## config.mk

```make
export PLATFORM = sky130hd
export DESIGN_NAME = storeAligner
export DESIGN_NICKNAME = d
export VERILOG_FILES = /design/src/hdl/memPkg.sv /design/src/hdl/storeAligner.sv
export SDC_FILE = /design/constraint.sdc
export NUM_CORES = 1
export LEC_CHECK = 0
export BUFFER_PORTS_ARGS = -buffer_cell sky130_fd_sc_hd__buf_2
export CORE_MARGIN = 2
export CORE_UTILIZATION = 30
export DETAILED_ROUTE_END_ITERATION = 12
export PLACE_DENSITY = 0.82
export SLEW_MARGIN = 20
export SYNTH_ARGS = -nofsm -noshare
export SYNTH_HDL_FRONTEND = slang
export SYNTH_SLANG_ARGS = --single-unit
```

## constraint.sdc

```tcl
create_clock -name vclk -period 1.1
set_input_delay 0.055 -clock vclk [all_inputs]
set_output_delay 0.055 -clock vclk [all_outputs]
set_load 0.01 [all_outputs]
```

## src/hdl/memPkg.sv

```systemverilog
package memPkg;

    // Byte lanes in one data word
    localparam int ByteLanes = 4;

    // 32-bit data word for store data, memory words and load results
    typedef logic [31:0] wordT;

    // Byte address as produced by base plus offset
    typedef logic [31:0] addrT;

    // Signed immediate from the instruction word
    typedef logic signed [15:0] offsetT;

    // Write mask where bit n covers bits 8n+7 down to 8n
    typedef logic [ByteLanes-1:0] byteEnT;

    // Sub-word pieces picked out by the load path
    typedef logic [7:0]  byteT;
    typedef logic [15:0] halfT;

    // Access size encoding of the MIPS load and store group
    // Value 3 is not named and counts as a fault
    typedef enum logic [1:0] {
        sizeWord = 2'd0,     // lw / sw
        sizeHalf = 2'd1,     // lh / lhu / sh
        sizeByte = 2'd2      // lb / lbu / sb
    } accessSizeT;

endpackage
```

## src/hdl/storeAligner.sv

```systemverilog
`timescale 1ns/1ps

module storeAligner import memPkg::*; (
    input  wordT       WriteData,      // Store data from the register file
    input  accessSizeT AccessSize,
    input  logic [1:0] ByteOffset,     // Low two bits of the effective address
    output wordT       LaneData,       // Data placed on every lane it could land in
    output byteEnT     ByteEn          // Lanes actually written
);

    // The low byte or half is copied to all lanes, so the mask alone
    // picks where it lands. Alignment is checked by the address unit
    always_comb begin
        case (AccessSize)
            sizeByte: begin
                LaneData = {4{WriteData[7:0]}};
                ByteEn   = byteEnT'(4'b0001 << ByteOffset);  // One lane
            end
            sizeHalf: begin
                LaneData = {2{WriteData[15:0]}};
                // Upper or lower half, bit 0 is a fault anyway
                if (ByteOffset[1]) begin
                    ByteEn = 4'b1100;
                end else begin
                    ByteEn = 4'b0011;
                end
            end
            default: begin
                // Word store, size 3 lands here too but never writes
                LaneData = WriteData;
                ByteEn   = 4'b1111;
            end
        endcase
    end

endmodule

```

==> results by group <==
Synthesis
  – Post-synthesis cell count: 90
  – Synth warn: 0
  – Syn nets: approximately 130
  – Post-synth cell types: 17
  – Synthesized area: ~540 um2
  – Post-Syn Area per Cell: approximately 6 um2
  – Sequential area share after synthesis: 0%

Place
  – Placed Instances: around 180
  – DP Worst Slack: -131 ps
  – RD Place Congestion: 0.689
  – Final HPWL DP: 1650 um
  – I/O Buffers: between 70 and 80
  – Placed cell area: 875 um2

Floorplanning
  – # IOs: just over 70
  – Row Count: 15
  – Die height: between 40 and 50 um
  – Die area: 0.00216 mm2
  – Starting Density: between 30% and 40%
  – Die X: 46.4 um
  – CORE AREA: 0.00171 mm2

Route
  – Total number of vias: about 860
  – Post-route ant nets: 0
  – DR DRC count: 0
  – Initial drt markers: 10
  – Final wirelength: between 1500 and 2000 um
  – Routed WL per cell: between 10 and 15 um
  – First-pass DRT Iterations: 5
  – DR vias/cell: 4.86

GRT
  – Pin count of the biggest net entering global routing: 29
  – Initial antenna violation count: 0
  – Global-route wire length before repair: ~2800 um
  – Number of global-route vias before repair: roughly 730
  – Remaining Overflow, GRT: 0
  – Gr usage total: 17.1%

STA
  – Final worst slack: about 29 ps
  – RSZ-0062 raised after global routing: true
  – Final hold vios: 0
  – Max transition margin: roughly nine tenths
  – Final setup fails: 0
  – Tightest Pin Transition: 178 ps
  – F_max: 934 MHz
  – Fin. max-slew vios: 0
  – Minimum clock period: 1070 ps
  – Final worst-path cycle share: 97.4%

Setup path
  – Critical Path End Type: output port
  – CP max FO: 8
  – Worst Path Required: 1040 ps
  – Worst Setup Start Kind: input pin
  – WP data arrival: 1020 ps
  – Setup CP Type: input pin to output port

Final layout
  – Share of cells above drive strength 1: approximately 56%
  – Seq cells: 0
  – Clk_buf instances: 0
  – Commonest non-fill, non-tap cell in the layout: buf_2
  – Commonest non-fill, non-tap cells in the layout: buf_2 (70), nand2_1 (24), o21ai_0 (11)
  – FF/Latch Area: 0 um2
  – Ant diodes: 0
  – Final Non-Filler Cells: about 180
  – Final instance area: 903 um2
  – Area Growth Syn to Fin: 67.1%
  – Final-stage net count: 193

Power
  – VDD IR max: 0.000311 V
  – Total Power: roughly 0.0005 W
  – Leak: 0.525 nW
  – PwrDens: 567 mW/mm2

Min path
  – HP Class: input pin to output port

Job
  – Max-cap viol count: 0

Status
  – Run status: finished clean

CTS
  – CTS Hold Bufs: 0
[cells in the mapped netlist]
| cell type | number | area share [%] |
|---|---|---|
| inv_1 | 3 | 2.1 |
| buf_2 | 5 | 4.6 |
| o21ai_1 | 2 | 1.9 |
| buf_1 | 1 | 0.69 |
| a21oi_1 | 1 | 0.93 |
| nor2b_1 | 1 | 1.2 |
| or2_1 | 2 | 2.3 |
| buf_6 | 3 | 6.2 |
| buf_4 | 8 | 11 |
| o21bai_1 | 2 | 2.8 |
| a22oi_1 | 8 | 11 |
| a22o_1 | 8 | 13 |
| nand2b_1 | 2 | 2.3 |
| o21ai_0 | 16 | 15 |
| nand2_1 | 24 | 17 |
| ha_1 | 3 | 6.9 |
| and2b_1 | 1 | 1.4 |
[layer usage]
layer	part of all wire [%]	global-route usage, %	wire length (um)	vias up
met3	7.1	0	138	0
li1	-	-	-	433
met2	50	35.3	970	41
met1	43	20.2	829	387
met5	0	0	0	-
met4	0	0	0	0
[cells by family after synthesis]
logic type,count (synthesis),synth area share (%)
simple gates,30,23.8
fa+ha+maj,3,6.95
compound gates,37,44.4
buf+inv,20,24.8
[critical path, stage by stage]
cell	delay, ps
buf_6	80
inv_4	30
ha_4	270
and2b_4	220
a22o_1	220
buf_2	140
[where the power goes]
group	internal [W]	total [W]	switching (W)
Clock	0	0	0
Sequential	0	0	0
Combinational	0.000247	0.000513	0.000266
Total	0.000247	0.000513	0.000266
[timing repair]
item | 4_1_cts | 5_1_grt
buffers inserted | 0 | 0
resized for setup | 9 | 7
endpoints found under the setup margin | 17 | 21
pin swaps | 5 | 8
[stage by stage]
stage | hold slack [ps] | utilization [%] | TNS (ps)
6_report | 340 | 52.9 | 0
5_1_grt | 360 | 52.9 | -3.94
3_5_place_dp | 344 | 51.2 | -1550
2_1_floorplan | 202 | - | 0
3_3_place_gp | 341 | 51.2 | -1120
4_1_cts | 343 | 52.5 | 0
[final timing paths]
path,from,end,depth (start not counted)
setup / recovery,AccessSize[0],LaneData[9],6
hold / removal,WriteData[3],LaneData[3],2
[final cells by class]
cell class         count  area (um2)
well taps             25        31.3
inverters              3        13.8
multi-input cells     70         429
fillers              180         805
repair buffers        79         429
No activity file was read; power rests on OpenSTA's default activity.
