File: src/hdl/memPkg.sv
package memPkg;

    // Byte lanes in one data word
    localparam int ByteLanes = 4;

    // 32-bit data word for store data, memory words and load results
    typedef logic [31:0] wordT;

    // Byte address as produced by base plus offset
    typedef logic [31:0] addrT;

    // Signed immediate from the instruction word
    typedef logic signed [15:0] offsetT;

    // Write mask where bit n covers bits 8n+7 down to 8n
    typedef logic [ByteLanes-1:0] byteEnT;

    // Sub-word pieces picked out by the load path
    typedef logic [7:0]  byteT;
    typedef logic [15:0] halfT;

    // Access size encoding of the MIPS load and store group
    // Value 3 is not named and counts as a fault
    typedef enum logic [1:0] {
        sizeWord = 2'd0,     // lw / sw
        sizeHalf = 2'd1,     // lh / lhu / sh
        sizeByte = 2'd2      // lb / lbu / sb
    } accessSizeT;

endpackage
File: src/hdl/loadFormatter.sv
`timescale 1ns/1ps

module loadFormatter import memPkg::*; (
    input  logic       Clock,
    input  logic       rstN,
    input  logic       ReadReq,        // MemRead of the request at this edge
    input  logic       Fault,          // From the address unit, same cycle
    input  logic       WriteReq,       // MemWrite of the request at this edge
    input  accessSizeT AccessSize,
    input  logic       LoadUnsigned,   // lbu / lhu
    input  logic [1:0] ByteOffset,
    input  wordT       RawWord,        // Registered word from the memory
    output wordT       ReadData,
    output logic       ReadValid,
    output logic       AccessFault
);

    accessSizeT sizeQ;                 // Request fields delayed to match RawWord
    logic       unsignedQ;
    logic [1:0] laneQ;
    logic       loadValidQ;            // Load without fault issued last edge
    logic       faultQ;                // Any request with fault issued last edge
    byteT       laneByte;
    halfT       laneHalf;

    // Control bits
    always_ff @(posedge Clock) begin
        if (!rstN) begin
            loadValidQ <= 1'b0;
            faultQ     <= 1'b0;
        end else begin
            loadValidQ <= ReadReq & ~Fault;
            faultQ     <= (ReadReq | WriteReq) & Fault;
        end
    end

    // Format fields, only looked at when loadValidQ is set
    always_ff @(posedge Clock) begin
        sizeQ     <= AccessSize;
        unsignedQ <= LoadUnsigned;
        laneQ     <= ByteOffset;
    end

    // Lane select
    assign laneByte = RawWord[8*laneQ +: 8];
    assign laneHalf = laneQ[1] ? RawWord[31:16] : RawWord[15:0];  // Bit 0 is clear here

    always_comb begin
        if (!loadValidQ) begin
            ReadData = '0;                                        // Idle or faulted
        end else begin
            case (sizeQ)
                sizeByte: ReadData = unsignedQ ? {24'b0, laneByte}
                                               : {{24{laneByte[7]}}, laneByte};
                sizeHalf: ReadData = unsignedQ ? {16'b0, laneHalf}
                                               : {{16{laneHalf[15]}}, laneHalf};
                default:  ReadData = RawWord;                     // Full word
            endcase
        end
    end

    assign ReadValid   = loadValidQ;
    assign AccessFault = faultQ;

    // A result cycle carries either data or a fault, never both
    validXorFault: assert property (@(posedge Clock) disable iff (!rstN)
        !(ReadValid && AccessFault))
        else $error("loadFormatter: ReadValid and AccessFault both high");

endmodule

File: config.mk
export PLATFORM = sky130hd
export DESIGN_NAME = loadFormatter
export DESIGN_NICKNAME = d
export VERILOG_FILES = /design/src/hdl/memPkg.sv /design/src/hdl/loadFormatter.sv
export SDC_FILE = /design/constraint.sdc
export NUM_CORES = 1
export LEC_CHECK = 0
export BUFFER_PORTS_ARGS = -buffer_cell sky130_fd_sc_hd__buf_2
export CAP_MARGIN = 40
export CORE_ASPECT_RATIO = 2
export CORE_UTILIZATION = 45
export CTS_BUF_LIST = sky130_fd_sc_hd__clkbuf_8
export DETAILED_ROUTE_END_ITERATION = 10
export GPL_ROUTABILITY_DRIVEN = 0
export PLACE_DENSITY = 0.89
export SYNTH_ARGS = -nofsm -noshare
export SYNTH_HDL_FRONTEND = slang
export SYNTH_SLANG_ARGS = --single-unit
File: constraint.sdc
create_clock -name Clock -period 2.2 [get_ports Clock]
set_input_delay 0.44 -clock Clock [delete_from_list [all_inputs] [get_ports Clock]]
set_output_delay 0.44 -clock Clock [all_outputs]
set_load 0.005 [all_outputs]
==> impl_metrics.env <==
export IMPL_min_period_ns=2.27
export IMPL_post_place_cells=262
export IMPL_end_kind="primary output"
export IMPL_syn_mean_instance_area_sq_um=7.51
export IMPL_final_nets=285
export IMPL_ios=76
export IMPL_htreeDepth=1
export IMPL_grt_setup_unrepaired="yes"
export IMPL_drtPass1Iterations=7
export IMPL_ys_types=31
export IMPL_cts_tree="built"
export IMPL_first_iter_violations=100
export IMPL_fill_cells=199
export IMPL_root_buffer="clkbuf_8"
export IMPL_vias=1702
export IMPL_multiInputGateArea_sq_um=1080
export IMPL_ys_warn_count=0
export IMPL_slew_headroom_pct=79.3
export IMPL_setup_worst_path_start="sizeQ[0]"
export IMPL_period_share_pct=103
export IMPL_drc=0
export IMPL_die_area_sq_um=2940
export IMPL_routedWlPerCell_microns=16.5
export IMPL_ant_nets=0
export IMPL_arrival_ns=1.83
export IMPL_initial_core_util_pct=47.6
export IMPL_setup_violations_final=17
export IMPL_grt_pass1_wl_mm=6.11
export IMPL_leakagePower_nw=0.948
export IMPL_dp_hpwl_mm=3.04
export IMPL_cts_buffers=3
export IMPL_synth_net_count=207
export IMPL_seqCellArea_sq_um=145
export IMPL_syn2layout_area_growth_pct=57.8
export IMPL_hp_class="input port to register"
export IMPL_synth_seq_cells=7
export IMPL_status="finished with violations"
export IMPL_crit_path_end="ReadData[28]"
export IMPL_synth_area_sq_um=1220
export IMPL_grt_util_all_layers_pct=27.6
export IMPL_grt_overflow=0
export IMPL_die_y_microns=75.7
export IMPL_crit_type="register to primary output"
export IMPL_io_buffers=75
export IMPL_die_w_microns=38.9
export IMPL_clock_sinks=7
export IMPL_antenna_cells=0
export IMPL_grt_max_degree=30
export IMPL_coreArea_sq_um=2570
export IMPL_cp_start_kind="register"
export IMPL_worst_slew_pin_slew_ns=0.310
export IMPL_ys_seq_area_share_pct=11.5
export IMPL_final_max_slew_violation_count=0
export IMPL_antenna_found_initial=0
export IMPL_utilization_pct=75.1
export IMPL_cp_max_fo=8
export IMPL_rows=26
export IMPL_critPathRequiredTime_ns=1.76
export IMPL_hold_violations=0
export IMPL_drt_wl_total_mm=4.43
export IMPL_drv_cap=0
export IMPL_powerDensity_nw_per_um2=329
export IMPL_grt_pass1_vias=1437
export IMPL_maxClockFrequency_ghz=0.441
export IMPL_drive_gt1_share_pct=55.4
export IMPL_clk_path_buf_depth=2
export IMPL_vias_per_cell=6.35
export IMPL_setup_ws_ns=-0.0674
export IMPL_final_cell_count_no_fill=268
export IMPL_clk_transition_reported_paths_ns=0.04
export IMPL_syn_inst=163
export IMPL_violations="setup timing"
export IMPL_vdd_drop_max_v=0.000627
export IMPL_final_setup_tns_ns=-0.766
==> logic make-up (layout without fill, tap and decap cells) <==
| kind of cell | count (synthesis) | in the layout | synth area share, % |
|---|---|---|---|
| simple gates | 67 | 67 | 29.0 |
| compound gates | 53 | 53 | 40.8 |
| buf+inv | 25 | 102 | 8.90 |
| mux | 9 | 9 | 7.77 |
| flops | 7 | 7 | 11.5 |
| fa+ha+maj | 2 | 2 | 2.04 |
==> worst min-delay path by stage <==
stage | startpoint | to | depth (start not counted)
after floorplan | ByteOffset[0] | laneQ[0] | 0
after global placement | ByteOffset[0] | laneQ[0] | 1
after detailed placement | ByteOffset[1] | laneQ[1] | 1
after CTS | AccessSize[1] | sizeQ[1] | 1
after global routing | AccessSize[1] | sizeQ[1] | 1
final | AccessSize[1] | sizeQ[1] | 1
==> power breakdown <==
group	internal, mW	switching, mW	leakage (nW)
clock network	0.120	0.0514	0.0269
logic	0.158	0.167	0.862
registers	0.134	0.00508	0.0590
==> cell usage after synthesis, drive strengths merged <==
| cell type | number | area (sq um) |
|---|---|---|
| nor2 | 22 | 82.6 |
| nand3 | 17 | 85.1 |
| o211ai | 17 | 178 |
| clkbuf | 12 | 45.0 |
| and2 | 8 | 50.1 |
| mux2i | 8 | 80.1 |
| nor2b | 8 | 50.1 |
| a211oi | 7 | 52.6 |
| a222oi | 7 | 70.1 |
| buf | 7 | 41.3 |
| dfxtp | 7 | 140 |
| nor3b | 7 | 52.6 |
| o221a | 7 | 78.8 |
| o32ai | 7 | 61.3 |
| inv | 5 | 18.8 |
| a21oi | 2 | 10.0 |
| ha | 2 | 25.0 |
| nand2b | 2 | 12.5 |
| o21ai | 2 | 10.0 |
| a2bb2oi | 1 | 15.0 |
| and3b | 1 | 8.76 |
| clkinv | 1 | 3.75 |
| mux2 | 1 | 15.0 |
| nand2 | 1 | 3.75 |
| o211a | 1 | 10.0 |
| o21a | 1 | 7.51 |
| o22ai | 1 | 6.26 |
| or4b | 1 | 10.0 |
==> layout by cell type, fill, tap and decap left out, drive strengths merged <==
| cell type | netlist | routed |
|---|---|---|
| a211oi | 7 | 7 |
| a21oi | 2 | 2 |
| a222oi | 7 | 7 |
| a2bb2oi | 1 | 1 |
| and2 | 8 | 8 |
| and3b | 1 | 1 |
| buf | 7 | 90 |
| clkbuf | 12 | 5 |
| dfxtp | 7 | 7 |
| ha | 2 | 2 |
| inv | 5 | 7 |
| mux2 | 1 | 1 |
| mux2i | 8 | 8 |
| nand2 | 1 | 1 |
| nand2b | 2 | 2 |
| nand3 | 17 | 17 |
| nor2 | 22 | 22 |
| nor2b | 8 | 8 |
| nor3b | 7 | 7 |
| o211a | 1 | 1 |
| o211ai | 17 | 17 |
| o21a | 1 | 1 |
| o21ai | 2 | 2 |
| o221a | 7 | 7 |
| o22ai | 1 | 1 |
| o32ai | 7 | 7 |
| or4b | 1 | 1 |
==> worst max-delay path: stages (launching register included) <==
cell and delay [ns]:
dfxtp_4 0.36, inv_2 0.04, ha_4 0.21, or4b_4 0.58, clkbuf_16 0.20, o211ai_2 0.06, buf_2 0.14
==> metal layers <==
| layer | vias up | track usage [%] | share of wire, % |
|---|---|---|---|
| met4 | 0 | 8.43 | 1.6 |
| met1 | 800 | 31.0 | 36 |
| met3 | 10 | 2.62 | 6.3 |
| li1 | 793 | - | - |
| met2 | 99 | 51.7 | 56 |
| met5 | - | 0 | 0 |
==> area by class of cell <==
| class | instances | area share [%] |
|---|---|---|
| clock buffers | 3 | 2.14 |
| multi-input cells | 131 | 55.9 |
| well taps | 28 | 1.81 |
| inverters | 6 | 1.30 |
| clock inverters | 1 | 0.194 |
| repair buffers | 92 | 31.2 |
| flip-flops and latches | 7 | 7.52 |
==> registers in the layout, summed over array words and instances (netlist names) <==
| register | cells |
|---|---|
| laneQ | 2 |
| sizeQ | 2 |
| AccessFault | 1 |
| ReadValid | 1 |
| unsignedQ | 1 |
==> through the flow <==
| stage | setup slack [ns] | cell area, sq um | hold slack [ns] | power, mW |
|---|---|---|---|---|
| 2_1_floorplan | 0.137 | 1220 | 0.468 | 0.291 |
| 3_3_place_gp | 0.0207 | 1690 | 0.544 | 0.403 |
| 3_5_place_dp | -0.0170 | 1690 | 0.544 | 0.408 |
| 4_1_cts | -0.0378 | 1800 | 0.315 | 0.594 |
| 5_1_grt | -0.103 | 1930 | 0.306 | 0.673 |
| 6_report | -0.0674 | 1930 | 0.317 | 0.636 |
==> timing repair <==
item                       CTS  global route
resized for setup           20            16
setup endpoints to repair   30            31
pin swaps                    4            24
setup buffers                0             1
hold buffers                 0             0
gates cloned                 0             2
Power figures use the tool's default switching activity.
