==> src/hdl/memPkg.sv <==
package memPkg;

    // Byte lanes in one data word
    localparam int ByteLanes = 4;

    // 32-bit data word for store data, memory words and load results
    typedef logic [31:0] wordT;

    // Byte address as produced by base plus offset
    typedef logic [31:0] addrT;

    // Signed immediate from the instruction word
    typedef logic signed [15:0] offsetT;

    // Write mask where bit n covers bits 8n+7 down to 8n
    typedef logic [ByteLanes-1:0] byteEnT;

    // Sub-word pieces picked out by the load path
    typedef logic [7:0]  byteT;
    typedef logic [15:0] halfT;

    // Access size encoding of the MIPS load and store group
    // Value 3 is not named and counts as a fault
    typedef enum logic [1:0] {
        sizeWord = 2'd0,     // lw / sw
        sizeHalf = 2'd1,     // lh / lhu / sh
        sizeByte = 2'd2      // lb / lbu / sb
    } accessSizeT;

endpackage
==> src/hdl/addressUnit.sv <==
`timescale 1ns/1ps

module addressUnit import memPkg::*; #(
    parameter int MemWords = 4096      // Depth in words, for the range check
) (
    input  addrT       BaseAddr,       // Base register value
    input  offsetT     Offset,         // Signed 16-bit displacement
    input  accessSizeT AccessSize,
    output addrT       EffAddr,
    output logic       Fault
);

    addrT offsetExt;                   // Offset widened to 32 bits
    logic misaligned;
    logic badSize;
    logic outOfRange;

    // Sign extension then plain 32-bit add, wraps like the ALU does
    assign offsetExt = {{16{Offset[15]}}, Offset};
    assign EffAddr   = BaseAddr + offsetExt;

    // Alignment depends on the access size
    always_comb begin
        misaligned = 1'b0;
        badSize    = 1'b0;
        case (AccessSize)
            sizeWord: misaligned = |EffAddr[1:0];  // Both low bits must be clear
            sizeHalf: misaligned = EffAddr[0];     // Halfword boundary
            sizeByte: misaligned = 1'b0;           // Any byte address is fine
            default:  badSize    = 1'b1;           // Encoding 3
        endcase
    end

    // Word index compared against the depth, upper address bits included
    assign outOfRange = {2'b00, EffAddr[31:2]} >= addrT'(MemWords);

    assign Fault = misaligned | badSize | outOfRange;

endmodule

==> config.mk <==
export PLATFORM = sky130hd
export DESIGN_NAME = addressUnit
export DESIGN_NICKNAME = d
export VERILOG_FILES = /design/src/hdl/memPkg.sv /design/src/hdl/addressUnit.sv
export SDC_FILE = /design/constraint.sdc
export NUM_CORES = 1
export LEC_CHECK = 0
export BUFFER_PORTS_ARGS = -buffer_cell sky130_fd_sc_hd__buf_2
export CORE_ASPECT_RATIO = 0.9
export CORE_MARGIN = 2
export CORE_UTILIZATION = 52
export DETAILED_ROUTE_END_ITERATION = 10
export PLACE_DENSITY = 0.86
export SLEW_MARGIN = 10
export SYNTH_ARGS = -nofsm -noshare
export SYNTH_HDL_FRONTEND = slang
export SYNTH_SLANG_ARGS = --single-unit
==> constraint.sdc <==
create_clock -name vclk -period 3.02
set_clock_uncertainty 0.15 [all_clocks]
set_input_delay 0 -clock vclk [all_inputs]
set_output_delay 0 -clock vclk [all_outputs]
set_load 0.03 [all_outputs]
==> out/qor.txt, run 1 <==
routed wire length per instance = 15.4 µm
Area Overhead vs Synth = 25.9%
final wirelength = 6370 µm
Fillers = 343
area post-placement = 0.00248 mm²
Synth Instances = 289
Max Freq = 341 MHz
fin crit share = 97.0%
Synth top cells by count = ha_1, a21oi_1, nand2_1, nor2_1, o21ai_0
Die Width = 69.3 µm
P_leak = 1.20 nW
Multi-input gate area = 0.00195 mm²
dominant cell type by area after synthesis = ha_1
slew margin rel. = 59.8%
global-route usage over all layers = 27.2%
Vias = 2665
GR peak layer = met2
final number of setup-violating endpoints = 0
clock buffers = 0
vias in the first global route = 2286
die height = 62.7 µm
Die ar. = 0.00435 mm²
M2 GR Usage = 44.2%
overall power = 799 µW
DP HPWL = 5320 µm
Final GP Congestion = 0.987
Syn Std Cell Area = 0.00199 mm²
Top Family by Delay on Critical Path = compound AO/OA/AOI/OAI gates
unrepaired setup endpoints after global routing = no
gr ovfl total = 0
hold depth = 3
register area = 0 µm²
syn_nets = 371
seq_cells = 0
Syn. warnings = 0
count leader, synth = ha_1
critical path startpoint category = input port
Hold Path Sink = EffAddr[0]
setup_tns = 0 ns
grt met3 use = 2.58%
worst slack, placed = -0.131 ns
Synth top area share = 19.5%
Nets = 452
DR vias/cell = 6.44
post-placement cell count = 414
final slew viol count = 0
Setup CP Type = in2out
crit path cell chain = buf_2, buf_4, ha_1, o21ai_0, o21ai_0, a21o_1, and4b_1, nor3_1, o32ai_1, nor4_1, o2111ai_1, buf_2
crit path capture type = primary output
WP data arrival = 2.78 ns
Starting DRT DRC Count = 320
met1 GRT Util = 39.6%
Buf/Inv on CP = 3
run status = finished, final reports clean
count of different cell masters after synthesis = 54
number of diodes = 0
Worst Path Max Fanout = 11
final worst slack = 0.0901 ns
final core occ = 67.7%
slowest CP cell = ha_1
ratio of cells with drive above 1 in the final layout = 27.2%
# port buffers = 83
I/O Pins = 83
CP startpoint = Offset[15]
peak supply drop = 0.000201 V
Mapped Avg Cell Area = 6.90 µm²
power density over cell area = 319 mW/mm²
cts hold-fix bufs = 0
worst stage delay on the critical path = 0.49 ns
Finished Layout Cells = 414
sequential element share of the synthesized area = 0%
pin count of the biggest net entering global routing = 13
initial antenna violation count = 0
post-route cell area = 0.00251 mm²
first-pass GRT wire length = 10200 µm
Site Rows = 21
top post-synthesis cells by area = ha_1, a21oi_1, xnor2_1
core area = 0.00370 mm²
critical path required time = 2.87 ns
Pre-Repair DR Iteration Count = 5
Worst-Margin Slew = 0.599 ns
maxcap violations = 0
hold_sp = Offset[0]
worst hold slack = 0.238 ns
HP Class = in2out
Initial Util = 53.8%
DRC errors left = 0
Min Clock Period, post-route = 2.93 ns
final hold violations = 0
post-route ant nets = 0
## cell families (layout without fill, tap and decap cells)
| logic type | count (synthesis) | in the layout | synth area share (%) |
|---|---|---|---|
| multiplexers | 2 | 2 | 1.00 |
| AO/OA/AOI/OAI | 111 | 111 | 38.6 |
| AND/OR/NAND/NOR | 102 | 102 | 27.0 |
| adder cells (fa/ha/maj) | 32 | 32 | 20.5 |
| buffers and inverters | 22 | 101 | 4.14 |
| XOR/XNOR | 20 | 20 | 8.79 |
## cells in the final DEF, fill, tap and decap left out, types with 3 or more instances in the layout
cell type / instances
xor2_1: 4
a31oi_1: 4
buf_2: 83
inv_1: 13
xnor2_1: 16
nor2b_1: 3
o21a_1: 6
nand2_1: 22
a211oi_1: 5
a21oi_1: 29
a21o_1: 9
and2_1: 5
a211o_1: 3
nand4_1: 5
ha_1: 31
o21bai_1: 6
o21ai_0: 20
nor3_1: 12
nand2b_1: 3
nor4_1: 7
o211ai_1: 4
buf_4: 5
nand3_1: 5
nor2_1: 21
and3_1: 8
## metal layers
| metal | up-vias | part of all wire, % |
|---|---|---|
| met1 | 1208 | 44 |
| met4 | 0 | 1.6 |
| met3 | 16 | 9.6 |
| met5 | - | 0 |
| li1 | 1281 | - |
| met2 | 160 | 44 |
## worst max path at each step
stage,end,cells past startpoint
floorplan,Fault,10
global placement,Fault,13
detailed placement,Fault,13
CTS,Fault,13
global route,Fault,13
finish,Fault,12
## layout make-up
cell class                      instances  share of cell area (%)
Tap cell                               46                    2.29
Timing Repair Buffer                   88                    18.1
Inverter                               13                    1.95
Multi-Input combinational cell        267                    77.7
## report_power, final
group	switching [mW]	internal [mW]
Sequential	0	0
Combinational	0.522	0.278
Clock	0	0
Total	0.522	0.278
## what timing repair did
| item | CTS | global route |
|---|---|---|
| setup buffers | 0 | 0 |
| resized for setup | 1 | 4 |
| endpoints found under the setup margin | 1 | 1 |
Power figures use the tool's default switching activity.
==> inputs of run 2 (changes only) <==
Settings changed: CORE_UTILIZATION 52 to 45, PLACE_DENSITY 0.86 to 0.76.
==> run 2 against run 1 <==
Critical path depth fell by 1. Cell area rose by 3.2%. Power rose by 0.96%. Die area rose by 15%. Sequential cell count did not move. Utilization fell by 5.4 points. Via count fell by 2.3%. Setup slack improved by 0.038 ns. Fmax rose by 1.3%. Global-route usage fell by 3.6 points.
==> out/qor.txt, run 2 (synthesis results as in run 1) <==
Die Width = 74.2 µm (+7.1%)
Max Freq = 346 MHz (+1.3%)
Fillers = 394 (+15%)
gr ovfl total = 0 (unchanged)
Nets = 455 (+0.66%)
Worst-Margin Slew = 0.578 ns (-0.0214 ns)
Pre-Repair DR Iteration Count = 5 (unchanged)
Final GP Congestion = 0.991 (+0.35%)
maxcap violations = 0 (unchanged)
Setup CP Type = in2out
Min Clock Period, post-route = 2.89 ns (-0.0383 ns)
core area = 0.00416 mm² (+12%)
Die ar. = 0.00498 mm² (+15%)
HP Class = in2out
most frequent cells in the layout = buf_2, ha_1, a21oi_1
final core occ = 62.3% (-5.4 points)
Vias = 2605 (-2.3%)
routed wire length per instance = 14.3 µm (-6.9%)
DRC errors left = 0 (unchanged)
fin crit share = 95.7% (-1.3 points)
Starting DRT DRC Count = 218 (-32%)
seq_cells = 0 (unchanged)
peak supply drop = 0.000176 V (-12%)
Area Overhead vs Synth = 29.9%
unrepaired setup endpoints after global routing = no
run status = finished, final reports clean
P_leak = 1.23 nW (+1.8%)
register area = 0 µm² (unchanged)
global-route usage over all layers = 23.6% (-3.6 points)
worst slack, placed = -0.306 ns (-0.176 ns)
Initial Util = 48.0% (-5.8 points)
Site Rows = 22 (+4.8%)
# port buffers = 83 (unchanged)
pin count of the biggest net entering global routing = 12 (-1)
clock buffers = 0 (unchanged)
cts hold-fix bufs = 0 (unchanged)
vias in the first global route = 2173 (-4.9%)
most common cell after layout, fill and taps aside = buf_2
critical path startpoint category = input port
post-route ant nets = 0 (unchanged)
overall power = 807 µW (+0.96%)
critical path required time = 2.87 ns (about the same)
die height = 67.1 µm (+7.0%)
final worst slack = 0.128 ns (+0.0383 ns)
DR vias/cell = 6.04 (-6.1%)
first-pass GRT wire length = 9670 µm (-5.6%)
final number of setup-violating endpoints = 0 (unchanged)
WP data arrival = 2.74 ns (-0.04 ns)
final hold violations = 0 (unchanged)
number of diodes = 0 (unchanged)
DP HPWL = 5250 µm (-1.2%)
ratio of cells with drive above 1 in the final layout = 29.9% (+2.7 points)
slew margin rel. = 61.2% (+1.4 points)
initial antenna violation count = 0 (unchanged)
Worst Path Max Fanout = 6 (-5)
final slew viol count = 0 (unchanged)
crit path capture type = primary output
final wirelength = 6170 µm (-3.1%)
power density over cell area = 312 mW/mm² (-2.2%)
I/O Pins = 83 (unchanged)
-- run 2: changes by cell type in the layout (fill, tap and decap cells not counted), sizes merged --
cell / delta
buf: +3
-- run 2: path summary, 6_finish.rpt --
check | from | to | cells after the start
max | BaseAddr[7] | Fault | 11
min | Offset[0] | EffAddr[0] | 3
-- run 2: metrics by stage --
stage	setup TNS, ns	hold WS, ns	area [µm²]	std cells
after floorplan	0	0.120	2000	289
final	0	0.244	2590	431
after detailed placement	-0.306	0.248	2520	431
after global placement	-0.249	0.232	2520	431
after CTS	0	0.247	2520	431
after global routing	0	0.260	2590	431
-- run 2: where the power goes --
part           switching [mW]  total [mW]  internal, mW
Combinational           0.522       0.807         0.285
Clock                       0           0             0
Sequential                  0           0             0
-- run 2: area by class of cell --
| class | instances | area [µm²] | share of cell area [%] |
|---|---|---|---|
| Timing Repair Buffer | 91 | 475 | 18.4 |
| Inverter | 13 | 48.8 | 1.88 |
| Multi-Input combinational cell | 267 | 1990 | 76.9 |
| Tap cell | 60 | 75.1 | 2.90 |
-- run 2: routing by layer --
metal / GRT usage, % / part of all wire (%) / vias up
li1: - / - / 1288
met1: 36.1 / 48 / 1195
met2: 38.4 / 44 / 122
met3: 1.34 / 8.7 / 0
met4: 0.682 / 0 / 0
met5: 0 / 0 / -
-- run 2: critical path, cell delays in order --
cell	delay (ns)
buf_2	0.10
ha_1	0.34
a21o_1	0.24
or3_4	0.34
o211a_4	0.27
o31a_1	0.34
or4b_4	0.53
o2111ai_2	0.13
nor4_2	0.11
o2111ai_1	0.11
buf_2	0.22
-- run 2: timing repair --
item                                   in CTS  in global routing
setup buffers                               0                  0
endpoints found under the hold margin       0                  0
gates resized for setup                     2                 11
setup endpoints to repair                   1                  1
==> inputs of run 3 (changes only) <==
Clock period 3.02 ns to 3.6 ns, I/O delays scaled along.
==> run 3 against run 2 <==
Critical path depth is 2 higher. Die area unchanged. Setup slack better by 0.38 ns. Sequential cell count unchanged. Via count shrank 5.0%. First-iteration DRC count is 0.46% lower.
==> out/qor.txt, run 3 (synthesis results as in run 1) <==
die height = 67.1 µm (unchanged)
Vias = 2475 (-5.0%)
WP data arrival = 2.94 ns (+0.20 ns)
post-route ant nets = 0 (unchanged)
post-route cell area = 0.00245 mm² (-5.4%)
Multi-input gate area = 0.00191 mm² (-4.0%)
post-placement cell count = 423 (-1.9%)
Setup CP Type = in2out
area post-placement = 0.00245 mm² (-2.6%)
Finished Layout Cells = 423 (-1.9%)
Final GP Congestion = 0.941 (-5.0%)
Starting DRT DRC Count = 217 (-0.46%)
overall power = 642 µW (-20%)
final hold violations = 0 (unchanged)
postcts setup bufs = 0 (unchanged)
cts hold-fix bufs = 0 (unchanged)
setup_tns = 0 ns (unchanged)
I/O Pins = 83 (unchanged)
DR vias/cell = 5.85 (-3.2%)
Buf/Inv on CP = 3 (+1)
Site Rows = 22 (unchanged)
# resized after CTS = 0 (-2)
Pre-Repair DR Iteration Count = 4 (-1)
routed wire length per instance = 13.7 µm (-4.4%)
Min Clock Period, post-route = 3.09 ns
maxcap violations = 0 (unchanged)
Area Overhead vs Synth = 22.9%
most common cell after layout, fill and taps aside = buf_2
critical path startpoint category = input port
final slew viol count = 0 (unchanged)
worst stage delay on the critical path = 0.49 ns (-0.04 ns)
Max Freq = 323 MHz
fin crit share = 85.9%
unrepaired setup endpoints after global routing = no
DRC errors left = 0 (unchanged)
peak supply drop = 0.000142 V (-19%)
vias in the first global route = 2137 (-1.7%)
DP HPWL = 4930 µm (-6.2%)
global-route usage over all layers = 22.9% (-0.71 points)
slew margin rel. = 49.8% (-11 points)
seq_cells = 0 (unchanged)
power density over cell area = 262 mW/mm² (-16%)
slowest CP cell = o31ai_1
Initial Util = 48.0% (unchanged)
core area = 0.00416 mm² (unchanged)
number of diodes = 0 (unchanged)
initial antenna violation count = 0 (unchanged)
CP most frequent cell = buf_2
Worst Path Max Fanout = 3 (-3)
HP Class = in2out
Nets = 447 (-1.8%)
first-pass GRT wire length = 9400 µm (-2.8%)
run status = finished, final reports clean
final worst slack = 0.506 ns (+0.378 ns)
final wirelength = 5790 µm (-6.2%)
final number of setup-violating endpoints = 0 (unchanged)
Die ar. = 0.00498 mm² (unchanged)
pin count of the biggest net entering global routing = 18 (+6)
ratio of cells with drive above 1 in the final layout = 25.3% (-4.6 points)
worst hold slack = 0.237 ns (-0.00651 ns)
clock buffers = 0 (unchanged)
Die Width = 74.2 µm (unchanged)
Fillers = 419 (+6.3%)
crit path cell chain = buf_2, ha_1, inv_1, fa_1, nand2b_1, a21oi_1, o31ai_1, a21boi_0, or3_1, a211o_1, nor4_1, o2111ai_1, buf_2
critical path required time = 3.45 ns (+0.58 ns)
P_leak = 1.18 nW (-3.7%)
gr ovfl total = 0 (unchanged)
# port buffers = 83 (unchanged)
worst slack, placed = 0.615 ns (+0.921 ns)
Worst-Margin Slew = 0.734 ns (+0.156 ns)
Top Family by Delay on Critical Path = compound AO/OA/AOI/OAI gates
final core occ = 58.9% (-3.4 points)
crit path capture type = primary output
most frequent cells in the layout = buf_2, ha_1, a21oi_1
register area = 0 µm² (unchanged)
[run 3: cell types whose count changed in the layout (fill, tap and decap cells not counted), moves of 2 or more]
cell,before,now
a21oi_2,2,0
buf_4,8,0
nor4_1,5,8
a21oi_1,27,29
nor4_2,3,0
[run 3: final timing paths]
path | from | endpoint | slack, ns | cells after the start
worst max-delay path | BaseAddr[0] | Fault | 0.51 | 13
worst min-delay path | Offset[0] | EffAddr[0] | 0.24 | 3
[run 3: cell type report]
class | instances | area share (%)
Timing Repair Buffer | 83 | 17.0
Inverter | 13 | 1.99
Tap cell | 60 | 3.06
Multi-Input combinational cell | 267 | 78.0
[run 3: where the power goes]
part / switching (mW) / internal [mW]
combinational: 0.417 / 0.224
clock: 0 / 0
sequential: 0 / 0
total: 0.417 / 0.224
[run 3: routing by layer]
| layer | vias to the layer above | GRT usage [%] | wire [µm] |
|---|---|---|---|
| met4 | 0 | 0.682 | 18 |
| met3 | 2 | 1.49 | 364 |
| met2 | 86 | 36.5 | 2430 |
| met5 | - | 0 | 0 |
| li1 | 1268 | - | - |
| met1 | 1119 | 35.4 | 2980 |
